$ cat src/rtl/spim_cfg_pkg.sv
// spi master sizing constants

package spim_cfg_pkg;

    ////////////////////////////////////////////////////////////
    // default transfer geometry
    ////////////////////////////////////////////////////////////

    // full transfer word, split evenly over the lanes
    parameter int WORD_W_DEF    = 32;

    // quad spi by default, 1 and 2 also valid
    parameter int NUM_LANES_DEF = 4;

    ////////////////////////////////////////////////////////////
    // clock generator programming
    ////////////////////////////////////////////////////////////

    // width of cfg_sck_period, in system clocks per sck period
    // period must be even and at least 2
    parameter int SCK_PERIOD_W  = 8;

endpackage

$ cat src/rtl/spim_cmd_pkg.sv
// spi master command and state types

package spim_cmd_pkg;

    ////////////////////////////////////////////////////////////
    // host command opcodes
    ////////////////////////////////////////////////////////////

    // write drives the lanes, rx word left untouched
    // read keeps the lanes released and captures sdi
    // xfer is full duplex
    typedef enum logic [1:0] {
        CMD_WRITE = 2'd0,
        CMD_READ  = 2'd1,
        CMD_XFER  = 2'd2
    } spim_cmd_e;

    ////////////////////////////////////////////////////////////
    // transfer sequencer states
    ////////////////////////////////////////////////////////////

    typedef enum logic [1:0] {
        ST_IDLE  = 2'd0,
        ST_SETUP = 2'd1,
        ST_SHIFT = 2'd2,
        ST_END   = 2'd3
    } spim_state_e;

endpackage

$ cat src/rtl/spim_clkgen.sv
// spi serial clock generator

`timescale 1ns/10ps

module spim_clkgen
(
    input  logic                                  clk,
    input  logic                                  rstn,
    input  logic                                  en,
    input  logic [spim_cfg_pkg::SCK_PERIOD_W-1:0] cfg_sck_period,
    output logic                                  spi_clk,
    output logic                                  spi_fall,
    output logic                                  spi_rise
);

    logic [spim_cfg_pkg::SCK_PERIOD_W-1:0] half_period;
    logic [spim_cfg_pkg::SCK_PERIOD_W-1:0] clk_cnt;

    // half period, period is assumed even
    assign half_period = {1'b0, cfg_sck_period[spim_cfg_pkg::SCK_PERIOD_W-1:1]};

    ////////////////////////////////////////////////////////////
    // period counter and registered edge strobes
    ////////////////////////////////////////////////////////////

    // count runs 1..period while enabled
    // sck goes low at half period and high again at full period
    // strobes follow the sck change in the same cycle
    always_ff @(posedge clk or negedge rstn)
    begin
        if (!rstn)
        begin
            clk_cnt  <= 'd1;
            spi_clk  <= 1'b1;
            spi_fall <= 1'b0;
            spi_rise <= 1'b0;
        end
        else if (!en)
        begin
            // hold sck level, park the count for the next enable
            clk_cnt  <= 'd1;
            spi_fall <= 1'b0;
            spi_rise <= 1'b0;
        end
        else if (clk_cnt == half_period)
        begin
            // falling edge, transmit side moves on this
            spi_clk  <= 1'b0;
            spi_fall <= 1'b1;
            spi_rise <= 1'b0;
            clk_cnt  <= clk_cnt + 1'b1;
        end
        else if (clk_cnt == cfg_sck_period)
        begin
            // rising edge, receive side samples on this
            spi_clk  <= 1'b1;
            spi_fall <= 1'b0;
            spi_rise <= 1'b1;
            clk_cnt  <= 'd1;
        end
        else
        begin
            spi_fall <= 1'b0;
            spi_rise <= 1'b0;
            clk_cnt  <= clk_cnt + 1'b1;
        end
    end

endmodule

$ cat src/rtl/spim_lane.sv
// spi data lane shifter

`timescale 1ns/10ps

module spim_lane
#(
    parameter int LANE_BITS = 8
)
(
    input  logic                 clk,
    input  logic                 rstn,
    input  logic                 load,
    input  logic [LANE_BITS-1:0] tx_bits,
    input  logic                 spi_fall,
    input  logic                 spi_rise,
    input  logic                 drive_en,
    input  logic                 sdi,
    output logic                 sdo,
    output logic [LANE_BITS-1:0] rx_bits
);

    logic [LANE_BITS-1:0] tx_sr;
    logic                 sdo_q;

    ////////////////////////////////////////////////////////////
    // transmit side
    ////////////////////////////////////////////////////////////

    // msb first, shifted out on each fall strobe
    always_ff @(posedge clk)
    begin
        if (load)
            tx_sr <= tx_bits;
        else if (spi_fall)
            tx_sr <= {tx_sr[LANE_BITS-2:0], 1'b0};
    end

    // holds the bit on the line between fall strobes
    always_ff @(posedge clk or negedge rstn)
    begin
        if (!rstn)
            sdo_q <= 1'b1;
        else if (load)
            sdo_q <= 1'b1;
        else if (spi_fall)
            sdo_q <= tx_sr[LANE_BITS-1];
    end

    // new bit shows in the same cycle that sck goes low,
    // which keeps a full half period of setup at period 2
    // idle high when the lane is released
    assign sdo = !drive_en ? 1'b1 :
                 spi_fall  ? tx_sr[LANE_BITS-1] : sdo_q;

    ////////////////////////////////////////////////////////////
    // receive side
    ////////////////////////////////////////////////////////////

    // first bit received ends up as the msb
    always_ff @(posedge clk)
    begin
        if (spi_rise)
            rx_bits <= {rx_bits[LANE_BITS-2:0], sdi};
    end

endmodule

$ cat src/rtl/spim_rx_gather.sv
// spi receive word gather

`timescale 1ns/10ps

module spim_rx_gather
#(
    parameter int WORD_W    = spim_cfg_pkg::WORD_W_DEF,
    parameter int NUM_LANES = spim_cfg_pkg::NUM_LANES_DEF
)
(
    input  logic              clk,
    input  logic              rstn,
    input  logic [WORD_W-1:0] rx_slices,
    input  logic              xfer_end,
    input  logic              capture_rx,
    output logic [WORD_W-1:0] rx_data,
    output logic              done
);

    localparam int LANE_BITS = WORD_W / NUM_LANES;

    logic [WORD_W-1:0] rx_word;

    ////////////////////////////////////////////////////////////
    // lane reassembly
    ////////////////////////////////////////////////////////////

    // lane i lands at bit i * LANE_BITS, mirror of the tx split
    for (genvar i = 0; i < NUM_LANES; i++)
    begin : g_gather
        assign rx_word[i*LANE_BITS +: LANE_BITS] = rx_slices[i*LANE_BITS +: LANE_BITS];
    end

    ////////////////////////////////////////////////////////////
    // result register and done
    ////////////////////////////////////////////////////////////

    // rx_data and done move on the same edge
    // write-only transfers keep the previous word
    always_ff @(posedge clk or negedge rstn)
    begin
        if (!rstn)
        begin
            rx_data <= '0;
            done    <= 1'b0;
        end
        else
        begin
            done <= xfer_end;
            if (xfer_end && capture_rx)
                rx_data <= rx_word;
        end
    end

endmodule

$ cat src/rtl/spim_ctrl.sv
// spi master transfer sequencer

`timescale 1ns/10ps

module spim_ctrl
#(
    parameter int WORD_W    = spim_cfg_pkg::WORD_W_DEF,
    parameter int NUM_LANES = spim_cfg_pkg::NUM_LANES_DEF
)
(
    input  logic                           clk,
    input  logic                           rstn,
    input  logic                           start,
    input  spim_cmd_pkg::spim_cmd_e        cmd,
    input  logic [WORD_W-1:0]              tx_data,
    input  logic                           spi_rise,
    output logic                           busy,
    output logic                           csn,
    output logic                           clk_en,
    output logic                           lane_load,
    output logic [WORD_W-1:0]              tx_slices,
    output logic                           drive_en,
    output logic                           xfer_end,
    output logic                           capture_rx
);

    // bits carried by each lane in one transfer
    localparam int LANE_BITS = WORD_W / NUM_LANES;
    localparam int CNT_W     = $clog2(LANE_BITS + 1);

    spim_cmd_pkg::spim_state_e state;
    spim_cmd_pkg::spim_cmd_e   cmd_q;
    logic [WORD_W-1:0]         tx_q;
    logic [CNT_W-1:0]          rise_cnt;
    logic                      accept;
    logic                      last_rise;

    ////////////////////////////////////////////////////////////
    // start acceptance and end detection
    ////////////////////////////////////////////////////////////

    // start is taken whenever busy is low, including the end cycle
    assign accept = start &&
                    ((state == spim_cmd_pkg::ST_IDLE) || (state == spim_cmd_pkg::ST_END));

    // final sampling edge of the transfer
    assign last_rise = spi_rise && (rise_cnt == CNT_W'(LANE_BITS - 1));

    ////////////////////////////////////////////////////////////
    // fsm
    ////////////////////////////////////////////////////////////

    always_ff @(posedge clk or negedge rstn)
    begin
        if (!rstn)
        begin
            state    <= spim_cmd_pkg::ST_IDLE;
            cmd_q    <= spim_cmd_pkg::CMD_WRITE;
            csn      <= 1'b1;
            rise_cnt <= '0;
        end
        else
        begin
            case (state)
                spim_cmd_pkg::ST_IDLE,
                spim_cmd_pkg::ST_END:
                begin
                    if (accept)
                    begin
                        state <= spim_cmd_pkg::ST_SETUP;
                        cmd_q <= cmd;
                        csn   <= 1'b0;
                    end
                    else
                    begin
                        state <= spim_cmd_pkg::ST_IDLE;
                    end
                end
                spim_cmd_pkg::ST_SETUP:
                begin
                    // lanes load this cycle, clock starts next
                    state    <= spim_cmd_pkg::ST_SHIFT;
                    rise_cnt <= '0;
                end
                spim_cmd_pkg::ST_SHIFT:
                begin
                    if (last_rise)
                    begin
                        state <= spim_cmd_pkg::ST_END;
                        csn   <= 1'b1;
                    end
                    else if (spi_rise)
                    begin
                        rise_cnt <= rise_cnt + 1'b1;
                    end
                end
                default:
                begin
                    state <= spim_cmd_pkg::ST_IDLE;
                end
            endcase
        end
    end

    // tx word is payload, held from the start cycle
    always_ff @(posedge clk)
    begin
        if (accept)
            tx_q <= tx_data;
    end

    ////////////////////////////////////////////////////////////
    // outputs
    ////////////////////////////////////////////////////////////

    // lane i takes the slice at bit i * LANE_BITS
    for (genvar i = 0; i < NUM_LANES; i++)
    begin : g_slice
        assign tx_slices[i*LANE_BITS +: LANE_BITS] = tx_q[i*LANE_BITS +: LANE_BITS];
    end

    assign busy      = (state == spim_cmd_pkg::ST_SETUP) || (state == spim_cmd_pkg::ST_SHIFT);
    assign lane_load = (state == spim_cmd_pkg::ST_SETUP);
    assign xfer_end  = (state == spim_cmd_pkg::ST_END);

    // drop enable on the last rise itself so sck parks high
    assign clk_en    = (state == spim_cmd_pkg::ST_SHIFT) && !last_rise;

    // command decode
    assign drive_en   = !csn && (cmd_q != spim_cmd_pkg::CMD_READ);
    assign capture_rx = (cmd_q != spim_cmd_pkg::CMD_WRITE);

endmodule

$ cat src/rtl/spim_top.sv
// multi-lane spi master

`timescale 1ns/10ps

module spim_top
#(
    parameter int WORD_W    = spim_cfg_pkg::WORD_W_DEF,
    parameter int NUM_LANES = spim_cfg_pkg::NUM_LANES_DEF
)
(
    input  logic                                  clk,
    input  logic                                  rstn,
    input  logic                                  start,
    input  spim_cmd_pkg::spim_cmd_e               cmd,
    input  logic [WORD_W-1:0]                     tx_data,
    input  logic [spim_cfg_pkg::SCK_PERIOD_W-1:0] cfg_sck_period,
    input  logic [NUM_LANES-1:0]                  sdi,
    output logic                                  busy,
    output logic                                  done,
    output logic [WORD_W-1:0]                     rx_data,
    output logic                                  sck,
    output logic                                  csn,
    output logic [NUM_LANES-1:0]                  sdo,
    output logic [NUM_LANES-1:0]                  sdo_oe
);

    localparam int LANE_BITS = WORD_W / NUM_LANES;

    logic              clk_en;
    logic              spi_fall;
    logic              spi_rise;
    logic              lane_load;
    logic              drive_en;
    logic              xfer_end;
    logic              capture_rx;
    logic [WORD_W-1:0] tx_slices;
    logic [WORD_W-1:0] rx_slices;

    ////////////////////////////////////////////////////////////
    // control and clock
    ////////////////////////////////////////////////////////////

    spim_ctrl #(
        .WORD_W    (WORD_W),
        .NUM_LANES (NUM_LANES)
    ) i_ctrl (
        .clk        (clk),
        .rstn       (rstn),
        .start      (start),
        .cmd        (cmd),
        .tx_data    (tx_data),
        .spi_rise   (spi_rise),
        .busy       (busy),
        .csn        (csn),
        .clk_en     (clk_en),
        .lane_load  (lane_load),
        .tx_slices  (tx_slices),
        .drive_en   (drive_en),
        .xfer_end   (xfer_end),
        .capture_rx (capture_rx)
    );

    // spi_clk goes straight to the sck pin
    spim_clkgen i_clkgen (
        .clk            (clk),
        .rstn           (rstn),
        .en             (clk_en),
        .cfg_sck_period (cfg_sck_period),
        .spi_clk        (sck),
        .spi_fall       (spi_fall),
        .spi_rise       (spi_rise)
    );

    ////////////////////////////////////////////////////////////
    // data lanes
    ////////////////////////////////////////////////////////////

    for (genvar i = 0; i < NUM_LANES; i++)
    begin : g_lane
        spim_lane #(
            .LANE_BITS (LANE_BITS)
        ) i_lane (
            .clk      (clk),
            .rstn     (rstn),
            .load     (lane_load),
            .tx_bits  (tx_slices[i*LANE_BITS +: LANE_BITS]),
            .spi_fall (spi_fall),
            .spi_rise (spi_rise),
            .drive_en (drive_en),
            .sdi      (sdi[i]),
            .sdo      (sdo[i]),
            .rx_bits  (rx_slices[i*LANE_BITS +: LANE_BITS])
        );
    end

    // all lanes turn around together
    assign sdo_oe = {NUM_LANES{drive_en}};

    spim_rx_gather #(
        .WORD_W    (WORD_W),
        .NUM_LANES (NUM_LANES)
    ) i_rx_gather (
        .clk        (clk),
        .rstn       (rstn),
        .rx_slices  (rx_slices),
        .xfer_end   (xfer_end),
        .capture_rx (capture_rx),
        .rx_data    (rx_data),
        .done       (done)
    );

endmodule

$ cat config.mk
export PLATFORM = sky130hd
export DESIGN_NAME = spim_top
export DESIGN_NICKNAME = d
export VERILOG_FILES = /design/src/rtl/spim_cfg_pkg.sv /design/src/rtl/spim_cmd_pkg.sv /design/src/rtl/spim_clkgen.sv /design/src/rtl/spim_lane.sv /design/src/rtl/spim_rx_gather.sv /design/src/rtl/spim_ctrl.sv /design/src/rtl/spim_top.sv
export SDC_FILE = /design/constraint.sdc
export NUM_CORES = 1
export LEC_CHECK = 0
export ABC_CLOCK_PERIOD_IN_PS = 6300
export BUFFER_PORTS_ARGS = -buffer_cell sky130_fd_sc_hd__buf_2
export CAP_MARGIN = 20
export CORE_ASPECT_RATIO = 0.7
export CORE_MARGIN = 4
export CORE_UTILIZATION = 40
export CTS_CLUSTER_SIZE = 12
export DETAILED_ROUTE_END_ITERATION = 12
export PLACE_DENSITY = 0.68
export SYNTH_ARGS = -nofsm -noshare
export SYNTH_HDL_FRONTEND = slang
export SYNTH_SLANG_ARGS = --single-unit
$ cat constraint.sdc
create_clock -name clk -period 6.3 [get_ports clk]
set_input_delay 0.63 -clock clk [delete_from_list [all_inputs] [get_ports clk]]
set_output_delay 0.63 -clock clk [all_outputs]
set_load 0.02 [all_outputs]
### After elaboration in Yosys (flattened, before gate mapping)

Cells that the tools add are included.

| storage, ports and cells | value |
|---|---|
| output and inout port bits | 44 |
| register bits | 153 |
| logic and storage cells | 95 |
| bits of input ports | 49 |

| cells by class | value |
|---|---|
| $add $sub $neg | 2 |
| eq/ne operators | 11 |
| multiplexer cells | 39 |
| reductions and logical operators | 20 |

Operator list:

| cell | number |
|---|---|
| $mux W8 | 11 |
| $mux W1 | 22 |
| $reduce_bool A2 Y1 | 5 |
| $add A8 B1 Y8 const B | 1 |
| $eq A8 B7 Y1 | 1 |
| $eq A8 B8 Y1 | 1 |
| $mux W4 | 2 |
| $ne A2 B1 Y1 const B | 4 |
| $pmux W4 S2 | 1 |
| $pmux W2 S3 | 1 |
| $reduce_and A3 Y1 | 2 |
| $logic_and A1 B1 Y1 | 5 |
| $add A4 B1 Y4 const B | 1 |
| $eq A2 B2 Y1 const B | 2 |
| $eq A4 B3 Y1 const B | 1 |
| $reduce_and A2 Y1 | 2 |
| $eq A2 B1 Y1 const B | 1 |
| $logic_not A1 Y1 | 2 |
| $logic_not A2 Y1 | 1 |
| $logic_or A1 B1 Y1 | 2 |
| $mux W2 | 1 |
| $ne A2 B2 Y1 const B | 1 |
| $pmux W1 S2 | 1 |
| $reduce_or A2 Y1 | 1 |

### Depth between registers and ports, before layout

Gate-level depths: netlist of run 1.

| depth | value |
|---|---|
| depth after elaboration | 5 |
| depth in mapped cells | 7 |
| depth with buffers taken out | 6 |

### Hierarchy

A second synthesis of run 1 with hierarchy kept.

| unflattened totals | value |
|---|---|
| cell total of the unflattened synthesis | 346 |
| area, all modules | 6,204.7 um^2 |

Modules (own cells, without submodules):

| module | area each (um^2) | instances | sequential area each (um^2) | cells each |
|---|---|---|---|---|
| spim_lane | 656.9 | 4 | 506.7 | 30 |
| spim_ctrl | 1,498.9 | 1 | 1,187.4 | 90 |
| spim_rx_gather | 1,370.1 | 1 | 825.8 | 69 |
| spim_clkgen | 678.2 | 1 | 277.8 | 63 |
| spim_top | 30.0 | 1 | 0.0 | 4 |

### Least setup slack after synthesis of run 1

OpenSTA, ideal clock, no wires.

| path | value |
|---|---|
| kind | reg2reg |
| start point | register i_ctrl.state[0] |
| end point | register i_ctrl.tx_q[0], in the netlist i_ctrl.tx_slices[0], enable pin |
| setup time | 388 ps |
| data required time | 5,912 ps |
| slack | 4,311 ps |
| cell stages (with the launch flop) | 6 |
| arrival time | 1,602 ps |
| buffers on the path | 1 |
| cell sequence | dfrtp_1 > inv_1 > ha_1 > buf_2 > nand2_1 > inv_1 |

| on the way | value |
|---|---|
| cells in the longest elaborated chain, start to end | 3 |

RTL lines:

| item | line | RTL |
|---|---|---|
| from (decl) | spim_ctrl.sv:31 | `spim_cmd_pkg::spim_state_e state;` |
| from (signal assigned) | spim_ctrl.sv:57 | `state <= spim_cmd_pkg::ST_IDLE;` |
| from (signal assigned) | spim_ctrl.sv:70 | `state <= spim_cmd_pkg::ST_SETUP;` |
| from (signal assigned) | spim_ctrl.sv:76 | `state <= spim_cmd_pkg::ST_IDLE;` |
| $eq A2 B2 Y1 / $logic_not A2 Y1 (equally long branches) | spim_ctrl.sv:44 | `((state == spim_cmd_pkg::ST_IDLE) \|\| (state == spim_cmd_pkg::ST_END));` |
| $logic_or A1 B1 Y1 (*) | spim_ctrl.sv:44 |  |
| $logic_and A1 B1 Y1 (*) | spim_ctrl.sv:43 | `assign accept = start &&` |
| net i_ctrl.accept | spim_ctrl.sv:35 | `logic accept;` |
| to (signal assigned) | spim_ctrl.sv:109 | `tx_q <= tx_data;` |
| to (decl) | spim_ctrl.sv:33 | `logic [WORD_W-1:0] tx_q;` |

The timed path passes the listed nets; every way through them passes the cells marked *.
A chain may end at the register's enable or synchronous reset.

### Worst setup path after layout of run 1

| path | value |
|---|---|
| start point | register i_ctrl.cmd_q[1] |
| end point | output port sdo[0] |

| on the way | value |
|---|---|
| cells in the longest elaborated chain, start to end | 3 |

RTL lines:

| item | line | RTL |
|---|---|---|
| from (decl) | spim_ctrl.sv:32 | `spim_cmd_pkg::spim_cmd_e cmd_q;` |
| from (signal assigned) | spim_ctrl.sv:58 | `cmd_q <= spim_cmd_pkg::CMD_WRITE;` |
| from (signal assigned) | spim_ctrl.sv:71 | `cmd_q <= cmd;` |
| $ne A2 B1 Y1 | spim_ctrl.sv:130 | `assign drive_en = !csn && (cmd_q != spim_cmd_pkg::CMD_READ);` |
| $logic_and A1 B1 Y1 | spim_ctrl.sv:130 |  |
| $mux W1 | spim_lane.sv:52 | `assign sdo = !drive_en ? 1'b1 :` |
| to (decl) | spim_top.sv:23 | `output logic [NUM_LANES-1:0] sdo,` |

No other way between the ends.

==> qor.yml, run 1 <==
status: "finished clean"
diodes: 0
yosysMostFrequentCell: "edfxtp_1"
report.final.slew_viol_count: 0
power_leakage_uw: 0.00296
arrival_ns: 1.66
worstSetupStartpoint: "i_ctrl.cmd_q[1]"
synth_cells: 345
setup_viol: 0
vias: 3074
cts_buffer_depth: 2
cap_violations: 0
synth-seq-cells: 153
worst_pin_slew_ns: 1.03
yosysWarnings: 0
worst-setup-path-type: "reg -> out"
die_x_um: 154
dieHeight_um: 110
hold_slack_ns: 0.383
worstSetupStartpointType: "register"
cp_max_fo: 8
wirelength_um: 10000
dr.first_iter.drc_count: 199
die_area_um2: 16900
grt_max_degree: 58
wl_met1_um: 4590
nets: 495
synth_top_area_share_pct: 48.5
grtUsageTotal_pct: 12.0
finalHoldViolCount: 0
grt_overflow: 0
synthTopCellsByCount: "96 x edfxtp_1, 61 x mux2_2, 50 x dfrtp_1"
initial_core_util_pct: 41.7
firstDrtPassIters: 5
ys_types: 36
hpwlAfterDp_um: 6620
ys_seq_area_share_pct: 72.7
synth-edff-count: 96
grt_pass1_vias: 3076
post-route-min-period_ns: 2.29
cts_tree: "built"
num_io_pins: 93
grt_antenna_before_repair: 0
cellPowerDensity_nw_per_um2: 344
yosysTopAreaCell: "edfxtp_1"
cp-end-kind: "output pin"
slew_headroom_pct: 30.8
synthesis.nets: 399
wl_met2_um: 4820
drive_above_1_share_pct: 46.7
rows: 36
async_flop_share_pct: 37.3
core_area_um2: 14200
gp_congestion: 0.777
rsz0062_at_grt: "false"
final.setup.tns_ns: 0
layout_setup_ws_ns: 4.01
drc_errors: 0
post_cts_resized: 0
period_share_pct: 36.3
cts_buffers: 17
clock_sinks: 153
nFillCells: 1231
hp-class: "in -> async"
wl_per_cell_um: 15.5
htree_levels: 4
highest_layer: "met4"
fmax_ghz: 0.437
wl_met3_um: 503
cts_setup_buffers: 0
ys.flop_type: "edfxtp_1"
cts.hold.buffers_added: 0
antenna_left: 0
post-place-ws_ns: 4.13
clock-root-buffer: "clkbuf_16"
grt_pass1_wl_um: 15700
critPathRequiredTime_ns: 5.67
io_buffers: 92
syn2layout_area_growth_pct: 19.4
clk_pin_slew_worst_paths_ns: 0.06
synth_area_leaders: "edfxtp_1 49%, dfrtp_1 21%, mux2_2 12%"
vias_per_cell: 4.77
fin_skew_ns: 0.0115
peakVddDrop_mv: 0.207
clock_latency_ns: 0.41
syn_avg_cell_area_um2: 17.2
reg2reg_from: "i_ctrl.state[1]"
fin_util_pct: 49.8
syn_area_um2: 5940
registers in the layout, indices dropped and copies added (netlist names), 2 cells and up:
register / count
g_lane.i_lane.rx_bits: 32
g_lane.i_lane.sdo_q: 4
g_lane.i_lane.tx_sr: 32
i_clkgen.clk_cnt: 8
i_ctrl.cmd_q: 2
i_ctrl.rise_cnt: 4
i_ctrl.state: 2
i_ctrl.tx_slices: 32
i_rx_gather.rx_data: 32
report_power, final:
| group | internal [µW] | leakage (µW) | switching, µW |
|---|---|---|---|
| registers | 1150 | 0.00161 | 66.0 |
| logic | 147 | 0.00108 | 162 |
| clock network | 512 | 0.000268 | 405 |
| total | 1810 | 0.00296 | 633 |
per-layer routing:
layer	vias up	GRT usage (%)
li1	1453	-
met1	1539	15.7
met2	73	18.6
met3	9	4.45
met4	0	4.41
met5	-	0
critical path, stage by stage (launching register included):
cell	delay, ns
dfrtp_1	0.38
inv_1	0.06
a21oi_1	0.49
nand2_1	0.13
buf_2	0.19
layout by cell type, fill, tap and decap left out, types with 2 or more instances in the layout:
cell type	n
mux2i_1	7
dfrtp_1	50
inv_1	7
nand2_1	11
clkbuf_16	17
a21oi_1	5
o211ai_1	2
nand2b_1	4
nor2_1	4
buf_2	92
nor4_2	4
and2_1	6
nand2_2	2
o21ai_0	4
dfstp_2	7
a31oi_1	3
edfxtp_1	96
mux2_2	61
inv_6	5
nand3_1	8
clkinv_4	3
ha_1	5
buf_4	5
a211oi_2	6
xor2_1	20
clkinv_2	3
stage by stage:
stage / std cells / power (µW) / cell area, µm²
floorplan: 345 / 1460 / 5940
global placement: 611 / 1530 / 6550
detailed placement: 611 / 1550 / 6550
CTS: 643 / 2470 / 7090
global route: 644 / 2560 / 7090
finish: 644 / 2440 / 7090
layout make-up:
class / count / area (µm²) / area share (%)
clock inverters: 14 / 110 / 1.55
well taps: 190 / 238 / 3.35
flip-flops and latches: 153 / 4320 / 60.9
repair buffers: 97 / 498 / 7.02
clock buffers: 18 / 429 / 6.05
inverters: 7 / 26.3 / 0.370
multi-input cells: 165 / 1480 / 20.8
kinds of logic (layout without fill, tap and decap cells):
| kind of cell | count (synthesis) | in the layout | share of synthesized area [%] |
|---|---|---|---|
| AND/OR/NAND/NOR | 46 | 46 | 4.57 |
| AO/OA/AOI/OAI | 25 | 25 | 3.18 |
| XOR/XNOR | 21 | 21 | 3.10 |
| multiplexers | 68 | 68 | 12.7 |
| flip-flops | 153 | 153 | 72.7 |
| adder cells (fa/ha/maj) | 5 | 5 | 1.05 |
| buffers and inverters | 27 | 136 | 2.67 |
path summary, 6_finish.rpt:
kind | to | slack, ns | depth (start not counted)
hold / removal | i_rx_gather.rx_data[5] | 0.38 | 2
max in group asynchronous | i_clkgen.spi_rise | 5.43 | 2
min in group clk | i_ctrl.tx_slices[0] | 0.39 | 1
setup / recovery | sdo[0] | 4.01 | 4
setup reg to reg | g_lane[3].i_lane.tx_sr[0] | 4.20 | 4
hold reg to reg | g_lane[1].i_lane.rx_bits[3] | 0.44 | 0
Note: power is estimated with default switching activity, not from simulation.
==> run 2, diff against run 1 <==
--- a/config.mk
+++ b/config.mk
@@ -5,7 +5,7 @@
 export SDC_FILE = /design/constraint.sdc
 export NUM_CORES = 1
 export LEC_CHECK = 0
-export ABC_CLOCK_PERIOD_IN_PS = 6300
+export ABC_CLOCK_PERIOD_IN_PS = 2400
 export BUFFER_PORTS_ARGS = -buffer_cell sky130_fd_sc_hd__buf_2
 export CAP_MARGIN = 20
 export CORE_ASPECT_RATIO = 0.7
==> constraint.sdc (replaced) <==
create_clock -name clk -period 2.4 [get_ports clk]
set_input_delay 0.24 -clock clk [delete_from_list [all_inputs] [get_ports clk]]
set_output_delay 0.24 -clock clk [all_outputs]
set_load 0.02 [all_outputs]
==> run 2 against run 1 <==
Net effect:
- wire length rose by 6.2%
- utilization increased by 2.5 points
- via count up 4.6%
- register-to-register slack got worse by 3.5 ns
- first-iteration DRC count shrank 35%
- sequential cell count stayed put
- setup slack worse by 3.6 ns
- clock-buffer cell count decreased by 1
- cell area increased by 5.0%
- critical path depth unchanged
- critical path type unchanged
- critical endpoint unchanged
- largest cell class unchanged
==> qor.yml, run 2 (synthesis gave the netlist of run 1 again) <==
dpl.cell_count: 613  # was 611
arrival_ns: 1.75  # was 1.66 ns
wl_met1_um: 4780  # was 4590 µm
post-route-min-period_ns: 1.99
highest_layer: "met4"  # unchanged
finalHoldViolCount: 0  # unchanged
final_common_cell: "edfxtp_1"  # unchanged
cellPowerDensity_nw_per_um2: 870  # was 344 nW/µm²
cts.hold.buffers_added: 25  # was 0
critPathMaxStageDelay_ns: 0.56  # was 0.49 ns
final.setup.tns_ns: 0  # unchanged
worstSetupStartpointType: "register"  # unchanged
mostFrequentLayoutCells: "96 x edfxtp_1, 92 x buf_2, 61 x mux2_2"  # unchanged
cts_tree: "built"  # unchanged
clock_sinks: 153  # unchanged
cts_buffer_depth: 2  # unchanged
rsz0062_at_grt: "false"  # unchanged
worst-setup-path-type: "reg -> out"  # unchanged
post_cts_resized: 0  # unchanged
clk_pin_slew_worst_paths_ns: 0.06  # about the same
r2r_cells: 4  # unchanged
crit_chain: "inv_1 -> a21oi_1 -> nand2_1 -> buf_2"  # unchanged
htree_levels: 4  # unchanged
worstSetupStartpoint: "i_ctrl.cmd_q[1]"  # unchanged
cpMaxStageDelayCell: "a21oi_1"  # unchanged
clock-root-buffer: "clkbuf_16"  # unchanged
gp_congestion: 0.751  # was 0.777
cts_buffers: 17  # unchanged
fin_util_pct: 52.3  # was 49.8%
dieHeight_um: 110  # unchanged
cap_violations: 0  # unchanged
cp-end-kind: "output pin"  # unchanged
fin_skew_ns: 0.0105  # was 0.0115 ns
reg2reg_slack_ns: 0.67  # was 4.20 ns
die_area_um2: 16900  # unchanged
power_leakage_uw: 0.00309  # was 0.00296 µW
nets: 528  # was 495
hpwlAfterDp_um: 6670  # was 6620 µm
fmax_ghz: 0.502
multiInputGateArea_um2: 1480  # unchanged
wl_met2_um: 5220  # was 4820 µm
clock_latency_ns: 0.41  # about the same
peakVddDrop_mv: 0.472  # was 0.207 mV
r2r_end: "i_clkgen.clk_cnt[3]"  # was g_lane[3].i_lane.tx_sr[0]
vias_per_cell: 4.75  # was 4.77
grt_overflow: 0  # unchanged
cp_max_fo: 8  # unchanged
grtUsageTotal_pct: 13.0  # was 12.0%
firstDrtPassIters: 4  # was 5
wirelength_um: 10600  # was 10000 µm
syn2layout_area_growth_pct: 25.4  # was 19.4%
report.final.slew_viol_count: 0  # unchanged
core_area_um2: 14200  # unchanged
drive_above_1_share_pct: 43.5  # was 46.7%
status: "finished clean"  # unchanged
post-place-ws_ns: 0.689  # was 4.13 ns
critPathRequiredTime_ns: 2.16  # was 5.67 ns
final_cell_area_um2: 7450  # was 7090 µm²
antenna_left: 0  # unchanged
grt_antenna_before_repair: 0  # unchanged
layout_setup_ws_ns: 0.408  # was 4.01 ns
initial_core_util_pct: 41.7  # unchanged
vias: 3214  # was 3074
nFillCells: 1173  # was 1231
worst_pin_slew_ns: 0.782  # was 1.03 ns
fin_cells: 677  # was 644
num_io_pins: 93  # unchanged
drc_errors: 0  # unchanged
grt_pass1_wl_um: 16900  # was 15700 µm
cp-endpoint: "sdo[0]"  # unchanged
seqCellArea_um2: 4320  # unchanged
grt_pass1_vias: 3293  # was 3076
diodes: 0  # unchanged
slew_headroom_pct: 47.9  # was 30.8%
placed_area_um2: 6590  # was 6550 µm²
io_buffers: 92  # unchanged
dr.first_iter.drc_count: 130  # was 199
period_share_pct: 83.0
cts_setup_buffers: 0  # unchanged
setup_viol: 0  # unchanged
die_x_um: 154  # unchanged
hp-class: "in -> reg"  # was in -> async
reg2reg_from: "i_clkgen.clk_cnt[4]"  # was i_ctrl.state[1]
wl_met3_um: 531  # was 503 µm
wl_per_cell_um: 15.7  # was 15.5 µm
rows: 36  # unchanged
grt_max_degree: 37  # was 58
## run 2: worst min path at each step
stage / from / endpoint / depth (start not counted)
finish: tx_data[19] / i_ctrl.tx_slices[19] / 1
global route: tx_data[20] / i_ctrl.tx_slices[20] / 1
CTS: tx_data[6] / i_ctrl.tx_slices[6] / 1
detailed placement: rstn / i_rx_gather.rx_data[7] / 1
global placement: rstn / i_rx_gather.rx_data[7] / 1
floorplan: rstn / i_clkgen.clk_cnt[1] / 0
## run 2: where the power goes
group / switching, µW / total, µW / leakage, µW / internal, µW
logic: 431 / 857 / 0.00123 / 426
clock network: 1100 / 2430 / 0.000250 / 1340
registers: 172 / 3190 / 0.00161 / 3020
## run 2: worst max-delay path: cells and delay by family, from the launching register on
| family | cells | cell delay, ns |
|---|---|---|
| flops | 1 | 0.39 |
| buf+inv | 2 | 0.26 |
| compound gates | 1 | 0.56 |
| simple gates | 1 | 0.13 |
## run 2: final cells by class
type | count | share of cell area, %
clock buffers | 17 | 5.71
clock inverters | 15 | 1.58
inverters | 7 | 0.353
multi-input cells | 165 | 19.8
flip-flops and latches | 153 | 58.0
well taps | 190 | 3.19
repair buffers | 130 | 11.4
## run 2: per-layer routing
| metal | global-route usage, % | vias to the layer above |
|---|---|---|
| li1 | - | 1531 |
| met1 | 16.7 | 1611 |
| met2 | 21.1 | 64 |
| met3 | 4.37 | 8 |
| met4 | 4.54 | 0 |
| met5 | 0 | - |
## run 2: metrics by stage
step,hold slack [ns],total power (µW)
2_1_floorplan,-0.0556,3830
3_3_place_gp,0.288,4030
3_5_place_dp,0.296,4060
4_1_cts,0.000301,6550
5_1_grt,0.000293,6780
6_report,0.0155,6480
==> run 3, diff against run 2 <==
--- a/config.mk
+++ b/config.mk
@@ -5,7 +5,7 @@
 export SDC_FILE = /design/constraint.sdc
 export NUM_CORES = 1
 export LEC_CHECK = 0
-export ABC_CLOCK_PERIOD_IN_PS = 2400
+export ABC_CLOCK_PERIOD_IN_PS = 1600
 export BUFFER_PORTS_ARGS = -buffer_cell sky130_fd_sc_hd__buf_2
 export CAP_MARGIN = 20
 export CORE_ASPECT_RATIO = 0.7
@@ -13,7 +13,7 @@
 export CORE_UTILIZATION = 40
 export CTS_CLUSTER_SIZE = 12
 export DETAILED_ROUTE_END_ITERATION = 12
-export PLACE_DENSITY = 0.68
+export PLACE_DENSITY = 0.7
 export SYNTH_ARGS = -nofsm -noshare
 export SYNTH_HDL_FRONTEND = slang
 export SYNTH_SLANG_ARGS = --single-unit
==> constraint.sdc (replaced) <==
create_clock -name clk -period 1.6 [get_ports clk]
set_input_delay 0.16 -clock clk [delete_from_list [all_inputs] [get_ports clk]]
set_output_delay 0.16 -clock clk [all_outputs]
set_load 0.02 [all_outputs]
==> run 3 against run 2 <==
Net effect:
- global-route usage up 0.23 points
- utilization up 3.8 points
- largest cell class unchanged
- critical endpoint is now sdo[2]
- cell count up 4.9%
- die area unchanged
==> qor.yml, run 3 (synthesis gave the netlist of run 1 again) <==
grt_pass1_wl_um: 17600  # was 16900 µm
grt_pass1_vias: 3478  # was 3293
drc_errors: 0  # unchanged
nFillCells: 1134  # was 1173
fin_util_pct: 56.2  # was 52.3%
cap_violations: 0  # unchanged
status: "finished clean"  # unchanged
vias_per_cell: 4.73  # was 4.75
wl_per_cell_um: 16.0  # was 15.7 µm
gp_congestion: 0.818  # was 0.751
dr.first_iter.drc_count: 161  # was 130
firstDrtPassIters: 4  # unchanged
period_share_pct: 98.4
rsz0062_at_grt: "true"  # was false
antenna_left: 0  # unchanged
cts_tree: "built"  # unchanged
placed_area_um2: 6760  # was 6590 µm²
clk_pin_slew_worst_paths_ns: 0.06  # about the same
mostFrequentLayoutCells: "96 x edfxtp_1, 88 x buf_2, 61 x mux2_2"  # was 96 x edfxtp_1, 92 x buf_2, 61 x mux2_2
power_leakage_uw: 0.00335  # was 0.00309 µW
syn2layout_area_growth_pct: 34.6  # was 25.4%
rows: 36  # unchanged
die_area_um2: 16900  # unchanged
arrival_ns: 1.41  # was 1.75 ns
grt_antenna_before_repair: 1  # was 0
diodes: 0  # unchanged
htree_levels: 4  # unchanged
final_common_cell: "edfxtp_1"  # unchanged
num_io_pins: 93  # unchanged
grt_overflow: 0  # unchanged
worstSetupStartpointType: "register"  # unchanged
io_buffers: 92  # unchanged
grt_max_degree: 37  # unchanged
vias: 3357  # was 3214
hpwlAfterDp_um: 7100  # was 6670 µm
worst_pin_slew_ns: 0.507  # was 0.782 ns
final_cell_area_um2: 8000  # was 7450 µm²
fmax_ghz: 0.635
fin_skew_ns: 0.0124  # was 0.0105 ns
nets: 561  # was 528
hp-class: "in -> reg"  # unchanged
drive_above_1_share_pct: 49.4  # was 43.5%
cp_max_fo: 8  # unchanged
post-place-ws_ns: 0.00677  # was 0.689 ns
core_area_um2: 14200  # unchanged
cp-end-kind: "output pin"  # unchanged
wirelength_um: 11400  # was 10600 µm
initial_core_util_pct: 41.7  # unchanged
clock_sinks: 153  # unchanged
clock-root-buffer: "clkbuf_16"  # unchanged
cts_buffer_depth: 2  # unchanged
r2r_cells: 5  # was 4
die_x_um: 154  # unchanged
report.final.slew_viol_count: 0  # unchanged
post-route-min-period_ns: 1.57
layout_setup_ws_ns: 0.0261  # was 0.408 ns
finalHoldViolCount: 0  # unchanged
critPathRequiredTime_ns: 1.44  # was 2.16 ns
dpl.cell_count: 626  # was 613
setup_viol: 0  # unchanged
clock_latency_ns: 0.41  # about the same
dieHeight_um: 110  # unchanged
grtUsageTotal_pct: 13.3  # was 13.0%
hold_depth: 3  # was 1
slew_headroom_pct: 66.2  # was 47.9%
cellPowerDensity_nw_per_um2: 1280  # was 870 nW/µm²
fin_cells: 710  # was 677
worst-setup-path-type: "reg -> out"  # unchanged
peakVddDrop_mv: 0.644  # was 0.472 mV
cts_buffers: 17  # unchanged
## run 3: final timing paths
check	startpoint	to	slack [ns]
worst max-delay path	i_ctrl.csn	sdo[2]	0.03
worst min-delay path	start	i_ctrl.state[0]	0.09
worst max register to register	i_ctrl.state[1]	i_rx_gather.rx_data[18]	0.03
worst min register to register	g_lane[1].i_lane.rx_bits[2]	g_lane[1].i_lane.rx_bits[3]	0.44
max in group asynchronous	rstn	g_lane[1].i_lane.sdo_q	0.70
min in group asynchronous	rstn	i_rx_gather.rx_data[5]	0.26
## run 3: area by class of cell
cell class	count	area, µm²	share of cell area, %
clock buffers	22	497	6.21
clock inverters	10	77.6	0.970
inverters	7	33.8	0.422
multi-input cells	165	1580	19.8
flip-flops and latches	153	4320	54.0
well taps	190	238	2.97
repair buffers	163	1250	15.6
## run 3: critical path, cell delays in order, from the launching register on
cell	delay (ns)
dfstp_2	0.57
a21oi_2	0.04
buf_4	0.17
nand2_1	0.07
buf_2	0.16
## run 3: routing by layer
metal  vias to the layer above  global-route usage [%]  routed length, µm
met5                         -                       0                 19
met4                         2                    4.98                138
met3                        13                    3.89                506
met2                        74                    21.4               5510
met1                      1681                    17.3               5220
li1                       1587                       -                  -
## run 3: repair_timing
item	in CTS	in global routing
hold endpoints to repair	54	0
endpoints found under the setup margin	10	92
setup buffers	5	6
hold buffers	39	0
pin swaps	1	5
gates cloned	0	3
gates resized for setup	5	25
## run 3: per-stage QoR
| step | hold WS [ns] | TNS (ns) | power [µW] |
|---|---|---|---|
| detailed placement | 0.158 | 0 | 6250 |
| CTS | 0.0770 | -0.00104 | 10200 |
| global route | 0.0984 | -0.180 | 10700 |
| global placement | 0.142 | -0.114 | 6190 |
| finish | 0.0871 | 0 | 10300 |
| floorplan | -0.136 | -5.02 | 5750 |
## run 3: power by group
group / internal (µW) / leakage (µW) / total [µW] / switching (µW)
Clock: 2240 / 0.000287 / 3820 / 1580
Sequential: 4530 / 0.00161 / 4750 / 222
Combinational: 901 / 0.00145 / 1690 / 786
Total: 7670 / 0.00335 / 10300 / 2580
